--- config.mk ---
export PLATFORM = sky130hd
export DESIGN_NAME = wb_beat_master_flat
export DESIGN_NICKNAME = d
export VERILOG_FILES = /design/src/source/dcache_pkg.sv /design/src/source/bus_cmd_if.sv /design/src/source/wb_beat_master.sv /design/src/flat_wrapper.sv
export SDC_FILE = /design/constraint.sdc
export NUM_CORES = 1
export LEC_CHECK = 0
export ABC_AREA = 1
export BUFFER_PORTS_ARGS = -buffer_cell sky130_fd_sc_hd__buf_2
export CORE_AREA = 2 2 181 183
export DETAILED_ROUTE_END_ITERATION = 6
export DIE_AREA = 0 0 183 185
export HOLD_SLACK_MARGIN = 0.1
export PLACE_DENSITY = 0.48
export SLEW_MARGIN = 20
export SYNTH_ARGS = -nofsm -noshare
export SYNTH_HDL_FRONTEND = slang
export SYNTH_SLANG_ARGS = --single-unit
--- constraint.sdc ---
create_clock -name clk -period 1.91 [get_ports clk]
set_input_delay 0 -clock clk [delete_from_list [all_inputs] [get_ports clk]]
set_output_delay 0 -clock clk [all_outputs]
set_load 0.03 [all_outputs]
--- src/source/dcache_pkg.sv ---
`default_nettype none

package dcache_pkg;

    // ====================================================================
    // Address layout
    // ====================================================================
    localparam int ADDR_W     = 32;
    localparam int LINE_WORDS = 4;
    // Word select sits just above the byte offset
    localparam int WORD_SEL_W = 2;
    localparam int OFFSET_W   = 4;

    // Upper address bits of the cacheable window 0x80000000..0x807FFFFF
    localparam logic [8:0] CACHEABLE_HI = 9'b1_0000_0000;

    typedef logic [31:0]              word_t;
    typedef logic [LINE_WORDS*32-1:0] line_t;
    typedef logic [3:0]               be_t;

    // Controller states
    typedef enum logic [1:0] {IDLE, WRITEBACK, REFILL, BYPASS} cache_state_e;

    // Opcodes for the Wishbone beat engine
    typedef enum logic [1:0] {
        BUS_NONE,
        BUS_LINE_WRITE,
        BUS_LINE_READ,
        BUS_SINGLE
    } bus_op_e;

    // Replace the enabled bytes of old_w with those of new_w
    function automatic word_t merge_bytes(word_t old_w, word_t new_w, be_t be);
        word_t res;
        res = old_w;
        for (int b = 0; b < 4; b++) begin
            if (be[b]) res[b*8 +: 8] = new_w[b*8 +: 8];
        end
        return res;
    endfunction

endpackage

`default_nettype wire

--- src/source/bus_cmd_if.sv ---
`timescale 1ns/1ps
`default_nettype none

interface bus_cmd_if;

    // Command side, set by the controller
    dcache_pkg::bus_op_e   op;
    logic [dcache_pkg::ADDR_W-1:0] base_addr;
    dcache_pkg::word_t     single_wdata;
    logic                  single_we;
    dcache_pkg::be_t       single_be;
    dcache_pkg::line_t     wb_line;

    // Beat status, returned by the engine
    logic                  beat_ack;
    logic                  last_beat;
    dcache_pkg::line_t     line_data;
    dcache_pkg::word_t     rd_word;

    modport master (
        input  op, base_addr, single_wdata, single_we, single_be, wb_line,
        output beat_ack, last_beat, line_data, rd_word
    );

    modport ctrl (
        output op, base_addr, single_wdata, single_we, single_be, wb_line,
        input  beat_ack, last_beat, line_data, rd_word
    );

endinterface

`default_nettype wire

--- src/source/wb_beat_master.sv ---
`timescale 1ns/1ps
`default_nettype none

module wb_beat_master (
    input  logic              clk,
    input  logic              rst,
    bus_cmd_if.master         bus,
    input  dcache_pkg::word_t wb_dat_i,
    input  logic              wb_ack_i,
    output dcache_pkg::word_t wb_adr_o,
    output dcache_pkg::word_t wb_dat_o,
    output dcache_pkg::be_t   wb_sel_o,
    output logic              wb_we_o,
    output logic              wb_stb_o,
    output logic              wb_cyc_o
);

    logic [dcache_pkg::WORD_SEL_W-1:0] beat_q;
    dcache_pkg::line_t                 line_q;
    dcache_pkg::line_t                 line_now;
    logic                              active;

    assign active        = bus.op != dcache_pkg::BUS_NONE;
    assign bus.beat_ack  = active && wb_ack_i;
    assign bus.last_beat = bus.beat_ack && (bus.op == dcache_pkg::BUS_SINGLE ||
                           beat_q == dcache_pkg::WORD_SEL_W'(dcache_pkg::LINE_WORDS - 1));
    assign bus.rd_word   = wb_dat_i;

    // Beat counter, restarts on every new operation
    always_ff @(posedge clk or posedge rst) begin
        if (rst) begin
            beat_q <= '0;
        end else if (!active || bus.last_beat) begin
            beat_q <= '0;
        end else if (bus.beat_ack) begin
            beat_q <= beat_q + 1'b1;
        end
    end

    // Refill words collected by beat
    always_ff @(posedge clk) begin
        if (bus.op == dcache_pkg::BUS_LINE_READ && bus.beat_ack) begin
            line_q[{beat_q, 5'd0} +: 32] <= wb_dat_i;
        end
    end

    always_comb begin
        line_now = line_q;
        line_now[{beat_q, 5'd0} +: 32] = wb_dat_i;
    end
    assign bus.line_data = line_now;

    // ====================================================================
    // Wishbone fields per opcode
    // ====================================================================
    assign wb_cyc_o = active;
    assign wb_stb_o = active;

    always_comb begin
        // Line beats walk word addresses from the line base
        wb_adr_o = {bus.base_addr[dcache_pkg::ADDR_W-1:dcache_pkg::OFFSET_W], beat_q, 2'b00};
        wb_dat_o = '0;
        wb_sel_o = '1;
        wb_we_o  = 1'b0;
        case (bus.op)
            dcache_pkg::BUS_LINE_WRITE: begin
                wb_dat_o = bus.wb_line[{beat_q, 5'd0} +: 32];
                wb_we_o  = 1'b1;
            end
            dcache_pkg::BUS_SINGLE: begin
                wb_adr_o = bus.base_addr;
                wb_dat_o = bus.single_wdata;
                wb_sel_o = bus.single_be;
                wb_we_o  = bus.single_we;
            end
            default: ;
        endcase
    end

endmodule

`default_nettype wire

--- src/flat_wrapper.sv ---
// flat-port wrapper written by rule: the top's interface ports become plain ports
module wb_beat_master_flat 
  (clk, rst, wb_dat_i, wb_ack_i, wb_adr_o, wb_dat_o, wb_sel_o, wb_we_o, wb_stb_o, wb_cyc_o, bus_op, bus_base_addr, bus_single_wdata, bus_single_we, bus_single_be, bus_wb_line, bus_beat_ack, bus_last_beat, bus_line_data, bus_rd_word);
  bus_cmd_if bus_i ();
  input  logic clk;
  input  logic rst;
  input  dcache_pkg::word_t wb_dat_i;
  input  logic wb_ack_i;
  output dcache_pkg::word_t wb_adr_o;
  output dcache_pkg::word_t wb_dat_o;
  output dcache_pkg::be_t wb_sel_o;
  output logic wb_we_o;
  output logic wb_stb_o;
  output logic wb_cyc_o;
  input wire logic [$bits(bus_i.op)-1:0] bus_op;
  input wire logic [$bits(bus_i.base_addr)-1:0] bus_base_addr;
  input wire logic [$bits(bus_i.single_wdata)-1:0] bus_single_wdata;
  input wire logic [$bits(bus_i.single_we)-1:0] bus_single_we;
  input wire logic [$bits(bus_i.single_be)-1:0] bus_single_be;
  input wire logic [$bits(bus_i.wb_line)-1:0] bus_wb_line;
  output wire logic [$bits(bus_i.beat_ack)-1:0] bus_beat_ack;
  output wire logic [$bits(bus_i.last_beat)-1:0] bus_last_beat;
  output wire logic [$bits(bus_i.line_data)-1:0] bus_line_data;
  output wire logic [$bits(bus_i.rd_word)-1:0] bus_rd_word;
  assign bus_i.op = bus_op;
  assign bus_i.base_addr = bus_base_addr;
  assign bus_i.single_wdata = bus_single_wdata;
  assign bus_i.single_we = bus_single_we;
  assign bus_i.single_be = bus_single_be;
  assign bus_i.wb_line = bus_wb_line;
  assign bus_beat_ack = bus_i.beat_ack;
  assign bus_last_beat = bus_i.last_beat;
  assign bus_line_data = bus_i.line_data;
  assign bus_rd_word = bus_i.rd_word;
  wb_beat_master u_core (.clk(clk), .rst(rst), .bus(bus_i), .wb_dat_i(wb_dat_i), .wb_ack_i(wb_ack_i), .wb_adr_o(wb_adr_o), .wb_dat_o(wb_dat_o), .wb_sel_o(wb_sel_o), .wb_we_o(wb_we_o), .wb_stb_o(wb_stb_o), .wb_cyc_o(wb_cyc_o));
endmodule
After elaboration in Yosys (flattened, before gate mapping)

Index checks and enable logic that the tools add are counted.

Bits of input ports: 234
Output and inout port bits: 233
Register bits after elaboration: 130
Logic and storage cells: 26

Shift-type cells: 3
Reduce and logical (&&, ||, !) cells: 8
Equal/unequal tests: 4
Add/sub/neg operators: 2
Multiplexer cells: 7

Operators by type and width:

| cell                                                                     | count |
|---|---|
| 128-bit bitwise mux                                                      | 1 |
| 32-bit by 9-bit variable shift with 128-bit output, first input constant | 1 |
| 128-bit by 8-bit indexed part select with 32-bit output                  | 1 |
| 32-bit by 9-bit indexed part select with 128-bit output                  | 1 |
| 32-bit one-hot mux with 2 select lines                                   | 1 |
| 7-bit negator with 9-bit output                                          | 1 |
| 4-bit 2-to-1 mux                                                         | 2 |
| 2-bit == test, second input constant                                     | 3 |
| 2-bit 2-to-1 mux                                                         | 2 |
| 2-bit nonzero test                                                       | 2 |
| 1-bit logical AND                                                        | 3 |
| 2-bit by 1-bit adder with 2-bit output, second input constant            | 1 |
| 2-bit by 1-bit == test with 1-bit output, second input constant          | 1 |
| 1-bit logical OR                                                         | 2 |
| 1-bit one-hot mux with 2 select lines                                    | 1 |
| 1-bit zero test                                                          | 1 |

Longest topological paths before layout

Depth after elaboration: 5
Depth in mapped cells: 9
Gate-level depth less buffers: 6

Worst setup path after synthesis

Ideal clock, no wire load.

Path type: input -> register
Start: input bus_op[0]
End: register u_core.line_q[0] (enable)
Required time: 1.136 ns
Stages: 1
Arrival: 8.834 ns
Path slack: -7.698 ns
Cell sequence: nor3_1

Cells in the longest elaborated chain, start to end: 3
Elaborated cells between the ends (all ways): 4
Classes of those cells: eq/ne: 1; reduce/logical: 3

Ends and longest elaborated chain:

| item                           | RTL line             | source |
|---|---|---|
| start: declaration             | flat_wrapper.sv:15   | `input wire logic [$bits(bus_i.op)-1:0] bus_op;` |
| 2-bit nonzero test             | wb_beat_master.sv:23 | `assign active = bus.op != dcache_pkg::BUS_NONE;` |
| 1-bit logical AND              | wb_beat_master.sv:24 | `assign bus.beat_ack = active && wb_ack_i;` |
| 1-bit logical AND *            | wb_beat_master.sv:42 | `if (bus.op == dcache_pkg::BUS_LINE_READ && bus.beat_ack) begin` |
| end signal: indexed assignment | wb_beat_master.sv:43 | `line_q[{beat_q, 5'd0} +: 32] <= wb_dat_i;` |
| end: declaration               | wb_beat_master.sv:19 | `dcache_pkg::line_t line_q;` |

Mark *: on every way between the ends. The rest lies on a longest branch, timed or not.
A chain may end at the register's enable or synchronous reset.

Worst setup path in the final report

Start: register u_core.beat_q[0] (netlist bit)
End: output bus_line_data[2]

Cells in the longest elaborated chain, start to end: 3
Elaborated cells between the ends (all ways): 4
Classes of those cells: add/sub: 1; shift: 2; mux: 1

Ends and longest elaborated chain:

| item                                                                                                                                 | RTL line             | source |
|---|---|---|
| start: declaration                                                                                                                   | wb_beat_master.sv:18 | `logic [dcache_pkg::WORD_SEL_W-1:0] beat_q;` |
| start signal: assignment                                                                                                             | wb_beat_master.sv:36 | `beat_q <= beat_q + 1'b1;` |
| 7-bit negator with 9-bit output *                                                                                                    | wb_beat_master.sv:49 | `line_now[{beat_q, 5'd0} +: 32] = wb_dat_i;` |
| 32-bit by 9-bit indexed part select with 128-bit output / 32-bit by 9-bit variable shift with 128-bit output (equally long branches) | wb_beat_master.sv:49 |  |
| 128-bit bitwise mux *                                                                                                                | wb_beat_master.sv:49 |  |
| end: declaration                                                                                                                     | flat_wrapper.sv:23   | `output wire logic [$bits(bus_i.line_data)-1:0] bus_line_data;` |

Marked as above.

==> run summary <==
Critical Path Slowest Stage Cell: dfrtp_4
Core area: 32000 um^2
Critical Path Max Stage Delay: 0.52 ns
Max_cap viols: 0
Commonest cells after routing, fill and taps aside: buf_2 (249), nand2_1 (216), buf_6 (150)
Pre-antenna DRT Iters: 4
Setup CP Type: flip-flop to primary output
Root buf cell: clkbuf_16
Register area: 3900 um^2
Final hold viol count: 0
Die Area: 33900 um^2
Critical path data arrival time: 2.13 ns
Nets: 1641
CTS Sinks: 130
Cells after Synth: 947
Top Layer Used: met5
Ordered list of cells on the worst path: inv_8 > ha_4 > nor2_4 > nand3_4 > buf_12 > buf_16 > o22ai_4 > buf_6
Metal2 WL: 19700 um
Max-slew violations: 0
Total of fill cells in the finished design: 3006
Failing checks: setup timing
DRC Markers: 0
Hold Crit Depth: 3
Ports: 467
Die W: 183 um
Dominant cells by area after synthesis: edfxtp_1 (49%), nand2_1 (13%), nand3_1 (8.2%)
Part of the cycle the worst path needs: 1.12
Setup Skew: 0.00694 ns
Cell Pwr Density: 887 nW/um^2
Sequential fraction of the synthesis area: 0.497
Element type at the critical path start: flip-flop
Post-DP HPWL: 26400 um
Slew headroom: 0.659
Final WL: 39300 um
Library cells used by synthesis: 22
Remaining antenna violation count: 0
Port Buffer Count: 410
Endpoints failing setup: 150
Vias: 8715
Setup TNS: -19.59 ns
Clock slew at reported path FFs: 0.06 ns
Flops & latches, synth: 130
Worst r2r path cells: 8
P&R area growth vs syn: 98.9%
Commonest non-fill, non-tap cell in the layout: buf_2
Layout cell share with drive strength beyond 1: 0.561
Syn_area_per_cell: 8.27 um^2
Leak: 6.82 nW
Initial core utilization: 0.244
Met1 wire length: 15500 um
Clock Latency Late Sink: 0.43 ns
Met3 Wirelength: 2370 um
TritonCTS buffer count: 17
Iter 0 DRT Violations: 414
Worst setup EP type: primary output
Rows: 66
Critical Path Fanout Max: 8
Top-area cell type share of the netlist area: 0.491
Worst path required time: 1.91 ns
CTS tree: done
Initial antenna violation count: 3
Height of the die: 185 um
Vias per inst: 4.78
Worst setup margin: -0.222 ns
R2r setup slk: 0.08 ns
GRT overflow: 0
Status: finished, violations left
H-tree depth: 4
Worst VDD drop: 0.688 mV
DP Worst Slack: -0.186 ns
Yosys warnings: 0
Worst Tran Pin Value: 0.511 ns
Min Tclk post-route: 2.13 ns
First-pass GRT wire length: 55400 um
Dominant cell type by area after synthesis: edfxtp_1
GPL Wtd Cong: 0.892
Worst-case clock buffer depth: 2
Fmax: 469 MHz
Gr usage total: 0.222
Vias in the first global route: 8693
RSZ-0062 raised after global routing: true
Mapped Area: 7830 um^2
Largest net degree at the start of global routing: 34
DR WL/cell: 21.5 um
Hold Crit Class: primary input to flip-flop
Multi-input gate area: 4960 um^2
Post-Syn Nets: 1187
==> worst paths after layout <==
kind                                              start                      endpoint
max in group asynchronous                           rst  u_core.beat_q[0]$_DFFE_PP0P_
min in group asynchronous                           rst  u_core.beat_q[0]$_DFFE_PP0P_
min                                           bus_op[0]  u_core.line_q[126]$_DFFE_PP_
min reg2reg                 u_core.line_q[65]$_DFFE_PP_   u_core.line_q[65]$_DFFE_PP_
max                        u_core.beat_q[0]$_DFFE_PP0P_              bus_line_data[2]
max reg2reg                u_core.beat_q[0]$_DFFE_PP0P_   u_core.line_q[93]$_DFFE_PP_
==> layout make-up <==
| class | instances | share of cell area |
|---|---|---|
| repair buffers | 559 | 0.321 |
| multi-input cells | 552 | 0.318 |
| flip-flops and latches | 130 | 0.250 |
| inverters | 141 | 0.0365 |
| well taps | 408 | 0.0328 |
| clock buffers | 17 | 0.0273 |
| clock inverters | 15 | 0.0137 |
| diodes | 3 | 0.000482 |
==> cell usage after synthesis, drive strengths merged <==
cell type	instances
nand2	267
nand3	130
o22ai	96
inv	140
clkbuf	15
buf	109
o21ai	34
nor3	2
nor2	12
ha	6
or2	4
dfrtp	2
edfxtp	128
clkinv	1
o21a	1
==> report_power, final <==
part	internal [mW]	switching [mW]	total (mW)	leakage, nW
clock network	2.30	1.31	3.62	0.308
registers	3.34	0.0410	3.38	1.21
logic	2.84	3.98	6.82	5.30
total	8.49	5.33	13.8	6.82
==> through the flow <==
| stage | hold WS (ns) | power, mW | cells | util | cell area (um^2) |
|---|---|---|---|---|---|
| 5_1_grt | 0.150 | 14.4 | 1824 | 0.486 | 15600 |
| 3_5_place_dp | -0.135 | 8.42 | 1678 | 0.369 | 11800 |
| 6_report | 0.152 | 13.8 | 1825 | 0.486 | 15600 |
| 3_3_place_gp | -0.135 | 8.39 | 1678 | 0.369 | 11800 |
| 2_1_floorplan | -0.259 | 7.03 | 947 | - | 9580 |
| 4_1_cts | 0.139 | 13.6 | 1810 | 0.466 | 14900 |
==> metal layers <==
layer,GRT usage,vias to the layer above
li1,-,4058
met4,0.0995,2
met5,0,-
met1,0.265,4215
met2,0.380,361
met3,0.0539,79
==> worst max-delay path, delay by kind of cell (launching register included) <==
| kind | cells | cell delay, ns |
|---|---|---|
| adder cells (fa/ha/maj) | 1 | 0.22 |
| AO/OA/AOI/OAI | 1 | 0.13 |
| flip-flops | 1 | 0.52 |
| AND/OR/NAND/NOR | 2 | 0.25 |
| buffers and inverters | 4 | 0.56 |
==> state kept, by name, indices dropped and copies added, names as in the netlist <==
name / count
u_core.line_q: 128
u_core.beat_q: 2
==> cell families after synthesis <==
logic type | count (synthesis) | share of synthesized area
buffers and inverters | 265 | 0.169
AOI/OAI and AO/OA | 131 | 0.0994
and+or+nand+nor | 415 | 0.224
DFF | 130 | 0.497
adders and majority gates | 6 | 0.00959
==> repair_timing <==
action | 4_1_cts | 5_1_grt
endpoints found under the setup margin | 171 | 160
hold endpoints to repair | 96 | 0
resized for setup | 372 | 135
pin swaps | 29 | 45
setup buffers | 28 | 9
gates cloned | 11 | 6
hold buffers | 63 | 0
(Power assumes the default switching activity.)
