**src/source/dcache_pkg.sv**
```systemverilog
`default_nettype none

package dcache_pkg;

    // ====================================================================
    // Address layout
    // ====================================================================
    localparam int ADDR_W     = 32;
    localparam int LINE_WORDS = 4;
    // Word select sits just above the byte offset
    localparam int WORD_SEL_W = 2;
    localparam int OFFSET_W   = 4;

    // Upper address bits of the cacheable window 0x80000000..0x807FFFFF
    localparam logic [8:0] CACHEABLE_HI = 9'b1_0000_0000;

    typedef logic [31:0]              word_t;
    typedef logic [LINE_WORDS*32-1:0] line_t;
    typedef logic [3:0]               be_t;

    // Controller states
    typedef enum logic [1:0] {IDLE, WRITEBACK, REFILL, BYPASS} cache_state_e;

    // Opcodes for the Wishbone beat engine
    typedef enum logic [1:0] {
        BUS_NONE,
        BUS_LINE_WRITE,
        BUS_LINE_READ,
        BUS_SINGLE
    } bus_op_e;

    // Replace the enabled bytes of old_w with those of new_w
    function automatic word_t merge_bytes(word_t old_w, word_t new_w, be_t be);
        word_t res;
        res = old_w;
        for (int b = 0; b < 4; b++) begin
            if (be[b]) res[b*8 +: 8] = new_w[b*8 +: 8];
        end
        return res;
    endfunction

endpackage

`default_nettype wire

```
**src/source/cache_array_if.sv**
```systemverilog
`timescale 1ns/1ps
`default_nettype none

interface cache_array_if #(parameter int NUM_SETS = 64) ();

    localparam int IDX_W = $clog2(NUM_SETS);
    localparam int TAG_W = dcache_pkg::ADDR_W - IDX_W - dcache_pkg::OFFSET_W;

    // Lookup results from the storage
    logic                  hit;
    dcache_pkg::word_t     hit_word;
    logic                  victim_dirty;
    logic [TAG_W-1:0]      victim_tag;
    dcache_pkg::line_t     victim_line;

    // Update strobes and fill data from the controller
    logic                               hit_write;
    logic                               fill;
    logic [IDX_W-1:0]                   fill_index;
    logic [TAG_W-1:0]                   fill_tag;
    logic [dcache_pkg::WORD_SEL_W-1:0]  fill_word;
    logic                               fill_we;
    dcache_pkg::word_t                  fill_wdata;
    dcache_pkg::be_t                    fill_be;
    dcache_pkg::line_t                  fill_line;

    modport store (
        output hit, hit_word, victim_dirty, victim_tag, victim_line,
        input  hit_write, fill, fill_index, fill_tag, fill_word,
        input  fill_we, fill_wdata, fill_be, fill_line
    );

    modport ctrl (
        input  hit, hit_word, victim_dirty, victim_tag, victim_line,
        output hit_write, fill, fill_index, fill_tag, fill_word,
        output fill_we, fill_wdata, fill_be, fill_line
    );

endinterface

`default_nettype wire

```
**src/source/bus_cmd_if.sv**
```systemverilog
`timescale 1ns/1ps
`default_nettype none

interface bus_cmd_if;

    // Command side, set by the controller
    dcache_pkg::bus_op_e   op;
    logic [dcache_pkg::ADDR_W-1:0] base_addr;
    dcache_pkg::word_t     single_wdata;
    logic                  single_we;
    dcache_pkg::be_t       single_be;
    dcache_pkg::line_t     wb_line;

    // Beat status, returned by the engine
    logic                  beat_ack;
    logic                  last_beat;
    dcache_pkg::line_t     line_data;
    dcache_pkg::word_t     rd_word;

    modport master (
        input  op, base_addr, single_wdata, single_we, single_be, wb_line,
        output beat_ack, last_beat, line_data, rd_word
    );

    modport ctrl (
        output op, base_addr, single_wdata, single_we, single_be, wb_line,
        input  beat_ack, last_beat, line_data, rd_word
    );

endinterface

`default_nettype wire

```
**src/source/cache_ctrl.sv**
```systemverilog
`timescale 1ns/1ps
`default_nettype none

module cache_ctrl #(
    parameter int NUM_SETS = 64
) (
    input  logic                          clk,
    input  logic                          rst,
    input  logic [dcache_pkg::ADDR_W-1:0] req_addr_i,
    input  dcache_pkg::word_t             req_wdata_i,
    input  dcache_pkg::be_t               req_be_i,
    input  logic                          req_we_i,
    input  logic                          req_valid_i,
    output dcache_pkg::word_t             resp_data_o,
    output logic                          req_ready_o,
    cache_array_if.ctrl                   arr,
    bus_cmd_if.ctrl                       bus
);

    localparam int IDX_W  = $clog2(NUM_SETS);
    localparam int TAG_W  = dcache_pkg::ADDR_W - IDX_W - dcache_pkg::OFFSET_W;
    localparam int BYTE_W = dcache_pkg::OFFSET_W - dcache_pkg::WORD_SEL_W;

    dcache_pkg::cache_state_e state_q;
    dcache_pkg::cache_state_e state_d;

    // Request held for the whole miss or bypass
    logic [dcache_pkg::ADDR_W-1:0] addr_q;
    dcache_pkg::word_t             wdata_q;
    dcache_pkg::be_t               be_q;
    logic                          we_q;
    logic [TAG_W-1:0]              vtag_q;

    logic cacheable;
    logic cached_hit;
    logic [dcache_pkg::WORD_SEL_W-1:0] word_q;

    assign cacheable  = req_addr_i[dcache_pkg::ADDR_W-1 -: $bits(dcache_pkg::CACHEABLE_HI)]
                        == dcache_pkg::CACHEABLE_HI;
    assign cached_hit = cacheable && arr.hit;
    assign word_q     = addr_q[BYTE_W +: dcache_pkg::WORD_SEL_W];

    // ====================================================================
    // State machine
    // ====================================================================
    always_comb begin
        state_d = state_q;
        case (state_q)
            dcache_pkg::IDLE: begin
                if (req_valid_i && !cacheable) begin
                    state_d = dcache_pkg::BYPASS;
                end else if (req_valid_i && !arr.hit) begin
                    // Dirty victim goes out before the refill
                    state_d = arr.victim_dirty ? dcache_pkg::WRITEBACK : dcache_pkg::REFILL;
                end
            end
            dcache_pkg::WRITEBACK: if (bus.last_beat) state_d = dcache_pkg::REFILL;
            default:               if (bus.last_beat) state_d = dcache_pkg::IDLE;
        endcase
    end

    always_ff @(posedge clk or posedge rst) begin
        if (rst) begin
            state_q <= dcache_pkg::IDLE;
        end else begin
            state_q <= state_d;
        end
    end

    // Capture on the edge that leaves IDLE
    always_ff @(posedge clk) begin
        if (state_q == dcache_pkg::IDLE && req_valid_i && !cached_hit) begin
            addr_q  <= req_addr_i;
            wdata_q <= req_wdata_i;
            be_q    <= req_be_i;
            we_q    <= req_we_i;
            vtag_q  <= arr.victim_tag;
        end
    end

    // ====================================================================
    // Storage and bus commands
    // ====================================================================
    assign arr.hit_write  = state_q == dcache_pkg::IDLE && req_valid_i && cached_hit && req_we_i;
    assign arr.fill       = state_q == dcache_pkg::REFILL && bus.last_beat;
    assign arr.fill_index = addr_q[dcache_pkg::OFFSET_W +: IDX_W];
    assign arr.fill_tag   = addr_q[dcache_pkg::ADDR_W-1 -: TAG_W];
    assign arr.fill_word  = word_q;
    assign arr.fill_we    = we_q;
    assign arr.fill_wdata = wdata_q;
    assign arr.fill_be    = be_q;
    assign arr.fill_line  = bus.line_data;

    assign bus.single_wdata = wdata_q;
    assign bus.single_we    = we_q;
    assign bus.single_be    = be_q;
    assign bus.wb_line      = arr.victim_line;

    always_comb begin
        bus.op        = dcache_pkg::BUS_NONE;
        bus.base_addr = addr_q;
        case (state_q)
            dcache_pkg::WRITEBACK: begin
                bus.op        = dcache_pkg::BUS_LINE_WRITE;
                // Old line address from victim tag and latched index
                bus.base_addr = {vtag_q, arr.fill_index, {dcache_pkg::OFFSET_W{1'b0}}};
            end
            dcache_pkg::REFILL: begin
                bus.op        = dcache_pkg::BUS_LINE_READ;
                bus.base_addr = {addr_q[dcache_pkg::ADDR_W-1:dcache_pkg::OFFSET_W],
                                 {dcache_pkg::OFFSET_W{1'b0}}};
            end
            dcache_pkg::BYPASS: bus.op = dcache_pkg::BUS_SINGLE;
            default: ;
        endcase
    end

    // ====================================================================
    // CPU response
    // ====================================================================
    always_comb begin
        req_ready_o = 1'b0;
        resp_data_o = '0;
        case (state_q)
            dcache_pkg::IDLE: begin
                if (req_valid_i && cached_hit) begin
                    req_ready_o = 1'b1;
                    resp_data_o = req_we_i ? '0 : arr.hit_word;
                end
            end
            dcache_pkg::REFILL: begin
                // Requested word, last beat included
                req_ready_o = bus.last_beat;
                resp_data_o = we_q ? '0 : bus.line_data[{word_q, 5'd0} +: 32];
            end
            dcache_pkg::BYPASS: begin
                req_ready_o = bus.last_beat;
                resp_data_o = we_q ? '0 : bus.rd_word;
            end
            default: ;
        endcase
    end

endmodule

`default_nettype wire

```
**src/flat_wrapper.sv**
```systemverilog
// flat-port wrapper written by rule: the top's interface ports become plain ports
module cache_ctrl_flat 
#(
    parameter int NUM_SETS = 64
)
  (clk, rst, req_addr_i, req_wdata_i, req_be_i, req_we_i, req_valid_i, resp_data_o, req_ready_o, arr_hit, arr_hit_word, arr_victim_dirty, arr_victim_tag, arr_victim_line, arr_hit_write, arr_fill, arr_fill_index, arr_fill_tag, arr_fill_word, arr_fill_we, arr_fill_wdata, arr_fill_be, arr_fill_line, bus_op, bus_base_addr, bus_single_wdata, bus_single_we, bus_single_be, bus_wb_line, bus_beat_ack, bus_last_beat, bus_line_data, bus_rd_word);
  cache_array_if #(.NUM_SETS(NUM_SETS)) arr_i ();
  bus_cmd_if bus_i ();
  input  logic clk;
  input  logic rst;
  input  logic [dcache_pkg::ADDR_W-1:0] req_addr_i;
  input  dcache_pkg::word_t req_wdata_i;
  input  dcache_pkg::be_t req_be_i;
  input  logic req_we_i;
  input  logic req_valid_i;
  output dcache_pkg::word_t resp_data_o;
  output logic req_ready_o;
  input wire logic [$bits(arr_i.hit)-1:0] arr_hit;
  input wire logic [$bits(arr_i.hit_word)-1:0] arr_hit_word;
  input wire logic [$bits(arr_i.victim_dirty)-1:0] arr_victim_dirty;
  input wire logic [$bits(arr_i.victim_tag)-1:0] arr_victim_tag;
  input wire logic [$bits(arr_i.victim_line)-1:0] arr_victim_line;
  output wire logic [$bits(arr_i.hit_write)-1:0] arr_hit_write;
  output wire logic [$bits(arr_i.fill)-1:0] arr_fill;
  output wire logic [$bits(arr_i.fill_index)-1:0] arr_fill_index;
  output wire logic [$bits(arr_i.fill_tag)-1:0] arr_fill_tag;
  output wire logic [$bits(arr_i.fill_word)-1:0] arr_fill_word;
  output wire logic [$bits(arr_i.fill_we)-1:0] arr_fill_we;
  output wire logic [$bits(arr_i.fill_wdata)-1:0] arr_fill_wdata;
  output wire logic [$bits(arr_i.fill_be)-1:0] arr_fill_be;
  output wire logic [$bits(arr_i.fill_line)-1:0] arr_fill_line;
  output wire logic [$bits(bus_i.op)-1:0] bus_op;
  output wire logic [$bits(bus_i.base_addr)-1:0] bus_base_addr;
  output wire logic [$bits(bus_i.single_wdata)-1:0] bus_single_wdata;
  output wire logic [$bits(bus_i.single_we)-1:0] bus_single_we;
  output wire logic [$bits(bus_i.single_be)-1:0] bus_single_be;
  output wire logic [$bits(bus_i.wb_line)-1:0] bus_wb_line;
  input wire logic [$bits(bus_i.beat_ack)-1:0] bus_beat_ack;
  input wire logic [$bits(bus_i.last_beat)-1:0] bus_last_beat;
  input wire logic [$bits(bus_i.line_data)-1:0] bus_line_data;
  input wire logic [$bits(bus_i.rd_word)-1:0] bus_rd_word;
  assign arr_i.hit = arr_hit;
  assign arr_i.hit_word = arr_hit_word;
  assign arr_i.victim_dirty = arr_victim_dirty;
  assign arr_i.victim_tag = arr_victim_tag;
  assign arr_i.victim_line = arr_victim_line;
  assign arr_hit_write = arr_i.hit_write;
  assign arr_fill = arr_i.fill;
  assign arr_fill_index = arr_i.fill_index;
  assign arr_fill_tag = arr_i.fill_tag;
  assign arr_fill_word = arr_i.fill_word;
  assign arr_fill_we = arr_i.fill_we;
  assign arr_fill_wdata = arr_i.fill_wdata;
  assign arr_fill_be = arr_i.fill_be;
  assign arr_fill_line = arr_i.fill_line;
  assign bus_op = bus_i.op;
  assign bus_base_addr = bus_i.base_addr;
  assign bus_single_wdata = bus_i.single_wdata;
  assign bus_single_we = bus_i.single_we;
  assign bus_single_be = bus_i.single_be;
  assign bus_wb_line = bus_i.wb_line;
  assign bus_i.beat_ack = bus_beat_ack;
  assign bus_i.last_beat = bus_last_beat;
  assign bus_i.line_data = bus_line_data;
  assign bus_i.rd_word = bus_rd_word;
  cache_ctrl #(.NUM_SETS(NUM_SETS)) u_core (.clk(clk), .rst(rst), .req_addr_i(req_addr_i), .req_wdata_i(req_wdata_i), .req_be_i(req_be_i), .req_we_i(req_we_i), .req_valid_i(req_valid_i), .resp_data_o(resp_data_o), .req_ready_o(req_ready_o), .arr(arr_i), .bus(bus_i));
endmodule
```
**config.mk**
```make
export PLATFORM = sky130hd
export DESIGN_NAME = cache_ctrl_flat
export DESIGN_NICKNAME = d
export VERILOG_FILES = /design/src/source/dcache_pkg.sv /design/src/source/cache_array_if.sv /design/src/source/bus_cmd_if.sv /design/src/source/cache_ctrl.sv /design/src/flat_wrapper.sv
export SDC_FILE = /design/constraint.sdc
export NUM_CORES = 1
export LEC_CHECK = 0
export BUFFER_PORTS_ARGS = -buffer_cell sky130_fd_sc_hd__buf_2
export CORE_AREA = 2 2 327 329
export DETAILED_ROUTE_END_ITERATION = 16
export DIE_AREA = 0 0 329 331
export PLACE_DENSITY_LB_ADDON = 0.2
export SYNTH_ARGS = -nofsm -noshare
export SYNTH_HDL_FRONTEND = slang
export SYNTH_SLANG_ARGS = --single-unit
export TNS_END_PERCENT = 1
```
**constraint.sdc**
```tcl
create_clock -name clk -period 7.63 [get_ports clk]
set_input_delay 0.763 -clock clk [delete_from_list [all_inputs] [get_ports clk]]
set_output_delay 0.763 -clock clk [all_outputs]
set_load 0.005 [all_outputs]
```
======== Yosys cells after proc, flatten, opt, wreduce, memory -nomap -nowiden ========
Index checks and enable logic that the tools add are counted.
word-level totals
  register bits after elaboration ......... 93
  input bits .............................. 418
  output and inout port bits .............. 429
  word-level logic and storage cells ...... 44
operators by class
  eq/ne operators ......................... 6
  shifts and indexed selects .............. 1
  muxes and demuxes ....................... 15
  reduce and logical (&&, ||, !) cells .... 16
operator list
  operator              count
  $mux W32              4
  $shiftx A128 B8 Y32   1
  $pmux W32 S3          1
  $pmux W32 S2          1
  $mux W2               5
  $eq A9 B9 Y1 const B  1
  $logic_and A1 B1 Y1   9
  $pmux W2 S3           1
  $eq A2 B2 Y1 const B  2
  $pmux W2 S2           1
  $logic_not A1 Y1      3
  $ne A3 B1 Y1 const B  1
  $reduce_and A3 Y1     1
  $eq A2 B1 Y1 const B  1
  $logic_not A2 Y1      1
  $ne A2 B2 Y1 const B  1
  $pmux W1 S2           1
  $reduce_bool A2 Y1    1
  $reduce_or A2 Y1      1
  $mux W1               1

======== Depth between registers and ports, before layout ========
Gate-level depths: netlist of run 1.
  depth in word-level cells ............... 5
  depth in mapped cells ................... 7
  mapped depth without buffers ............ 6

======== Least setup slack after synthesis of run 1 ========
OpenSTA, ideal clock, no wires.
  kind .................................... in2reg
  start point ............................. input req_addr_i[31] (netlist bit)
  end point ............................... register u_core.addr_q[0] (netlist bit) (enable)
  library setup time ...................... 542 ps
  arrival ................................. 4936 ps
  required time ........................... 7088 ps
  slack ................................... 2152 ps
  stages .................................. 3
  path buffers ............................ 0
  cell sequence ........................... nor4b_4 -> and4_2 -> nor2_1
on the way
  longest elaborated chain between the ends .. 4
ends and longest elaborated chain
  item                  line                RTL
  start, declared       flat_wrapper.sv:11  input logic [dcache_pkg::ADDR_W-1:0] req_addr_i;
  $eq A9 B9 Y1          cache_ctrl.sv:39    == dcache_pkg::CACHEABLE_HI;
  $logic_and A1 B1 Y1   cache_ctrl.sv:40    assign cached_hit = cacheable && arr.hit;
  $logic_not A1 Y1      cache_ctrl.sv:72    if (state_q == dcache_pkg::IDLE && req_valid_i && !cached_hit) begin
  $logic_and A1 B1 Y1   cache_ctrl.sv:72
  end signal, assigned  cache_ctrl.sv:73    addr_q <= req_addr_i;
  end, declared         cache_ctrl.sv:28    logic [dcache_pkg::ADDR_W-1:0] addr_q;
No other way between the ends.
A chain may end at the register's enable or synchronous reset.

======== Worst setup path after layout of run 1 ========
  start point ............................. register u_core.state_q[0]
  end point ............................... output resp_data_o[9]
on the way
  longest elaborated chain between the ends .. 2
  elaborated cells between the ends (all ways) .. 4
  those cells by class .................... eq/ne (2); mux (1); reduce/logical (1)
ends and longest elaborated chain
  item                                              line                RTL
  start, declared                                   cache_ctrl.sv:24    dcache_pkg::cache_state_e state_q;
  start signal, assigned                            cache_ctrl.sv:64    state_q <= dcache_pkg::IDLE;
  start signal, assigned                            cache_ctrl.sv:66    state_q <= state_d;
  $eq A2 B2 Y1 or $logic_not A2 Y1 (tied branches)  cache_ctrl.sv:124   case (state_q)
  $pmux W32 S3 (*)                                  cache_ctrl.sv:124
  end, declared                                     flat_wrapper.sv:16  output dcache_pkg::word_t resp_data_o;
Mark *: on every way between the ends. The rest lies on a longest branch, timed or not.

==> run metrics, run 1 <==
post-synth design cell area=7220 um2; synthesis-stage register bit count=93; WS Path Type=reg -> out; final core occ=0.0923; Starting DRT DRC Count=156; share of layout cells above drive strength 1=0.663; WL/cell=21.1 um; die footprint=109000 um2; status=finished clean; Slowest cell on crit path=o22ai_1; Peak VDD IR=0.132 mV; Cell Rows=119; Lkg Pwr=4.17 nW; CP Cell Sequence=inv_1 > ha_1 > nand2_2 > buf_4 > o22ai_1 > a21oi_1 > o2bb2ai_1 > buf_2; Seq/Total Area, Yosys=0.385; DRC Markers=0; Synth area leader=edfxtp_1; Synth cell types=33; share of the synthesized area in the top cell type=0.378; Area Growth Syn to Fin=34.2%; detailed placement HPWL=43300 um; total clock sinks=93; Post-Synthesis Cells=681; CTS buffer count=9; vias in the first global route=5909; required time of the critical path=6870 ps; final WL=49400 um; I/O Buffers=589; Final ANT Viol Nets=0; max_cap viols=0; relative slew slack=0.355; Core Region=105000 um2; clk_lat worst skew=370 ps; first-pass GRT wire length=58700 um; actual slew at the worst max-slew pin=940 ps; Fin. Hold Viols=0; Clock Pin Slew Worst Setup and Hold Paths=80 ps; DR vias=5940; Via density=2.54; CTS tree=built; die span in x=329 um; power per cell area=248 nW/um2; Tmin final=3550 ps; nets=1358; fill cell count=12200; synth warn=0; syn_nets=1104; CP Capture Type=output pin; initial antenna violation count=9; Setup crit start kind=register; average cell area after synthesis=10.6 um2; placer congestion estimate=0.891; Max stage delay on crit path=690 ps; Root Buffer=clkbuf_16; Clock Skew=15.5 ps; commonest non-fill, non-tap cells in the layout=589 x buf_2, 91 x edfxtp_1, 65 x mux2i_1; initial core utilization=0.0688; setup violators final=0; fmax=281 MHz; commonest non-fill, non-tap cell in the layout=buf_2; Post-Route Setup TNS=0 ps; Congestion Overflow GR=0; largest net degree at the start of global routing=69; CP max FO=32; H-Tree Depth=3; top_reg_cell synth=edfxtp_1; io pins=847; die height=331 um; # hold bufs at CTS=0; DRT Pass-1 Iters=4; Post-synth ARST share=0.0215; Longest Clk Path Bufs=2; CP arrival=2790 ps; total track usage=0.0831; Hold Crit Class=in -> async; fin crit share=0.466; final slew viol count=0; RSZ-0062 raised after global routing=false; Post-synth EDFFs=91; top area cells in the synthesized netlist=edfxtp_1 38%, buf_4 34%, mux2i_1 9.0%; Setup Fix Bufs, Post-CTS=0; post-CTS sizing=0
cells by family (layout without fill, tap and decap cells):
family / count (synthesis) / after routing / share of synthesized area
simple gates: 28 / 28 / 0.0267
flops: 93 / 93 / 0.385
mux: 65 / 65 / 0.0901
other cells: 0 / 4 / 0
fa+ha+maj: 5 / 5 / 0.00866
compound gates: 126 / 126 / 0.122
buf+inv: 364 / 623 / 0.367
per-stage QoR:
stage               hold WS (ps)  worst slack, ps  cells  power [mW]  area, um2
floorplan                    504             2150    681        1.45       7220
global placement             631             4040   2315        2.03       9390
detailed placement           634             4010   2315        2.01       9390
CTS                          214             3840   2331        2.50       9680
global route                 225             3740   2332        2.58       9680
finish                       233             4080   2335        2.41       9690
cell type report:
cell class	instances	area, um2	share of cell area
timing repair buffer	601	3040	0.314
sequential	93	2780	0.287
multi-input combinational	224	1800	0.186
tap	1391	1740	0.180
clock buffer	10	229	0.0236
clock inverter	6	63.8	0.00659
inverter	6	22.5	0.00232
antenna	4	10.0	0.00103
state kept, by name (all words and copies together), names as in the netlist:
signal and count:
u_core.addr_q 32, u_core.arr.fill_be 4, u_core.arr.fill_wdata 32, u_core.arr.fill_we 1
u_core.state_q 2, u_core.vtag_q 22
synth_stat cells (2+ instances only):
| cell | number |
|---|---|
| buf_6 | 4 |
| inv_1 | 6 |
| nand2_1 | 3 |
| nor2_1 | 6 |
| buf_2 | 9 |
| nor2b_1 | 4 |
| o2bb2ai_1 | 32 |
| edfxtp_1 | 91 |
| ha_1 | 5 |
| clkbuf_1 | 14 |
| mux2i_1 | 65 |
| buf_4 | 330 |
| a22o_1 | 22 |
| dfrtp_1 | 2 |
| a21oi_1 | 35 |
| nand2b_1 | 4 |
| o22ai_1 | 33 |
per-layer routing:
layer | vias to the layer above | routed length [um] | share of wire | global-route usage
met4 | 8 | 2500 | 0.051 | 0.0422
met1 | 2718 | 14500 | 0.29 | 0.0739
li1 | 2613 | - | - | -
met3 | 66 | 6430 | 0.13 | 0.0401
met5 | - | 75 | 0.0015 | 0.00217
met2 | 535 | 25800 | 0.52 | 0.155
power by group:
group | internal, mW | switching (mW)
clock | 0.254 | 0.213
sequential | 0.695 | 0.0519
combinational | 0.452 | 0.740
path summary, 6_finish.rpt:
path	start	end	slack, ps	cells after the start
min in group clk	arr_victim_tag[18]	u_core.vtag_q[18]	560	1
worst min register to register	u_core.state_q[1]	u_core.state_q[1]	660	2
worst max-delay path	u_core.state_q[0]	resp_data_o[9]	4080	8
max in group asynchronous	rst	u_core.state_q[0]	7280	2
worst min-delay path	rst	u_core.state_q[1]	230	2
worst max register to register	u_core.state_q[1]	u_core.arr.fill_wdata[14]	4440	5
critical path, delay by kind of cell (launching register included):
kind            cells  cell delay [ps]
flops               1              420
buf+inv             3              520
compound gates      3              930
simple gates        1               60
fa+ha+maj           1              370
Note: power is estimated with default switching activity, not from simulation.
==> run 2, diff against run 1 <==
- CORE_AREA: 2 2 327 329 -> 2 2 333 335
- DIE_AREA: 0 0 329 331 -> 0 0 335 337
- clock period: 7.63 -> 2.9 ns (I/O delays scaled with it)
==> run 2 against run 1 <==
Wire length down 1.3%. Combinational power rose to 2.9 times the previous value. Setup slack worse by 3900 ps. Via count up 1.1%. Clock power rose to 2.6 times the previous value. Sequential cell count unchanged. Sequential share of layout area down 1.0 points. First-iteration DRC count down 3.8%.
==> run metrics, run 2 (synthesized netlist as in run 1, its figures left out) <==
Root Buffer=clkbuf_16; commonest non-fill, non-tap cells in the layout=588 x buf_2, 91 x edfxtp_1, 65 x mux2i_1; power per cell area=660 nW/um2 (+170%); register share of total power=0.297 (-0.014); first-pass GRT wire length=59000 um (+0.46%); CTS tree=built; Cell Rows=122 (+2.5%); vias in the first global route=6100 (+3.2%); total track usage=0.0804 (-0.00276); CP delay by family, top=buffers and inverters; initial core utilization=0.0659 (-0.00291); fill cell count=12800 (+4.5%); CP Cell Sequence=inv_1 > ha_2 > nand2_1 > nor4_4 > buf_12 > o2bb2ai_1 > buf_2; hold path endpoint=u_core.arr.fill_wdata[3]; relative slew slack=0.617 (+0.262); Max stage delay on crit path=430 ps (-260 ps); Lkg Pwr=4.31 nW (+3.3%); Int Pwr=3.82 mW (+170%); CTS buffer count=9 (unchanged); critical path buffer and inverter count=3 (unchanged); Setup Fix Bufs, Post-CTS=0 (unchanged); clk_lat worst skew=380 ps (about the same); Peak VDD IR=0.365 mV (+180%); Longest Clk Path Bufs=2 (unchanged); required time of the critical path=2610 ps (-4260 ps); final slew viol count=0 (unchanged); Max Used Layer=met5; share of layout cells above drive strength 1=0.676 (+0.0133); CP max FO=20 (-38%); setup violators final=0 (unchanged); total clock sinks=93 (unchanged); Fin. Hold Viols=0 (unchanged); fin crit share=0.948; CP arrival=2460 ps (-330 ps); reg2reg end=u_core.addr_q[0]; Area Growth Syn to Fin=39.1%; DRT met1 WL=15100 um (+4.3%); placer congestion estimate=0.820 (-7.9%); detailed placement HPWL=43700 um (+0.93%); nets=1378 (+1.5%); Starting DRT DRC Count=150 (-3.8%); WS Path Type=reg -> out; initial antenna violation count=13 (+4); Post-Route Setup TNS=0 ps (unchanged); Tmin final=2750 ps; Setup crit start kind=register; met2 WL=24900 um (-3.5%); Reg2Reg Depth=5 (unchanged); Final ANT Viol Nets=0 (unchanged); final WL=48700 um (-1.3%); Switch Pwr=2.81 mW (+180%); Reg2Reg Setup Slack=730 ps (-3710 ps); Detail Route met3 WL=5750 um (-11%); Net Sw Frac=0.424 (+0.00683); actual slew at the worst max-slew pin=574 ps (-366 ps); die footprint=113000 um2 (+3.7%); DRC Markers=0 (unchanged); Post-DP Area=9680 um2 (+3.1%); I/O Buffers=589 (unchanged); status=finished clean; Clock Pin Slew Worst Setup and Hold Paths=80 ps (about the same); worst r2r src=u_core.state_q[0]; commonest non-fill, non-tap cell in the layout=buf_2; Core Region=110000 um2 (+4.4%); Via density=2.51 (-1.4%); max_cap viols=0 (unchanged); DR vias=6005 (+1.1%); fin area=10000 um2 (+3.7%); Slowest cell on crit path=dfrtp_1; die span in x=335 um (+1.8%); Hold Crit Class=in -> reg; RSZ-0062 raised after global routing=false; WL/cell=20.4 um (-3.7%); H-Tree Depth=3 (unchanged); Comb power frac=0.521 (+0.026); largest net degree at the start of global routing=27 (-61%); Crit. Startpoint=u_core.state_q[0]; clock share of power=0.182 (-0.012); hold depth=1; die height=337 um (+1.8%); Congestion Overflow GR=0 (unchanged); CP Capture Type=output pin; io pins=847 (unchanged); Clock Skew=9.11 ps (-6.44 ps); worst hold path startpoint=req_wdata_i[3]; fmax=364 MHz; DRT Pass-1 Iters=4 (unchanged)
## run 2: cell count changes in the layout (fill, tap and decap cells not counted), sizes merged
cell / previous run / this run
clkinv: 5 / 3
buf: 601 / 620
clkinvlp: 0 / 2
bufinv: 1 / 0
diode: 4 / 8
dlygate4sd3: 0 / 1
clkbuf: 10 / 9
inv: 6 / 8
## run 2: final cells by class
cell class | count | area [um2] | share of cell area
Antenna cell | 8 | 20.0 | 0.00199
Clock buffer | 9 | 225 | 0.0224
Clock inverter | 7 | 60.1 | 0.00598
Inverter | 6 | 22.5 | 0.00224
Multi-Input combinational cell | 224 | 1850 | 0.184
Sequential cell | 93 | 2780 | 0.277
Tap cell | 1426 | 1780 | 0.178
Timing Repair Buffer | 621 | 3300 | 0.329
## run 2: metal layers
layer / global-route usage / up-vias
li1: - / 2656
met1: 0.0713 / 2762
met2: 0.148 / 495
met3: 0.0380 / 86
met4: 0.0469 / 6
met5: 0 / -
## run 2: how the worst max path moves through the flow
stage / to / slack [ps] / depth (start not counted)
global route: resp_data_o[5] / 8 / 7
global placement: resp_data_o[9] / 350 / 9
finish: resp_data_o[23] / 150 / 7
detailed placement: resp_data_o[9] / 310 / 9
floorplan: u_core.addr_q[0] / 80 / 5
CTS: resp_data_o[23] / 50 / 7
## run 2: repair_timing
item	in CTS	in global routing
gates resized for setup	6	4
hold buffers	1	0
endpoints found under the hold margin	2	0
setup endpoints to repair	12	4
cloned	0	0
pin swaps	0	1
## run 2: through the flow
stage	total power, mW	utilization	cells	hold slack, ps	setup slack [ps]
after floorplan	3.79	-	681	31.2	78.1
after CTS	6.89	0.0912	2386	37.9	49.1
after global routing	7.16	0.0915	2388	48.3	8.48
final	6.63	0.0916	2394	71.0	150
after detailed placement	5.59	0.0883	2369	174	306
after global placement	5.62	0.0883	2369	165	351
## run 2: power by group through the flow
stage / clock [mW] / combinational, mW / sequential (mW)
2_1_floorplan: 0 / 1.82 / 1.96
3_3_place_gp: 0 / 3.62 / 2.00
3_5_place_dp: 0 / 3.59 / 2.00
4_1_cts: 1.29 / 3.63 / 1.98
5_1_grt: 1.31 / 3.84 / 2.01
6_report: 1.21 / 3.45 / 1.97
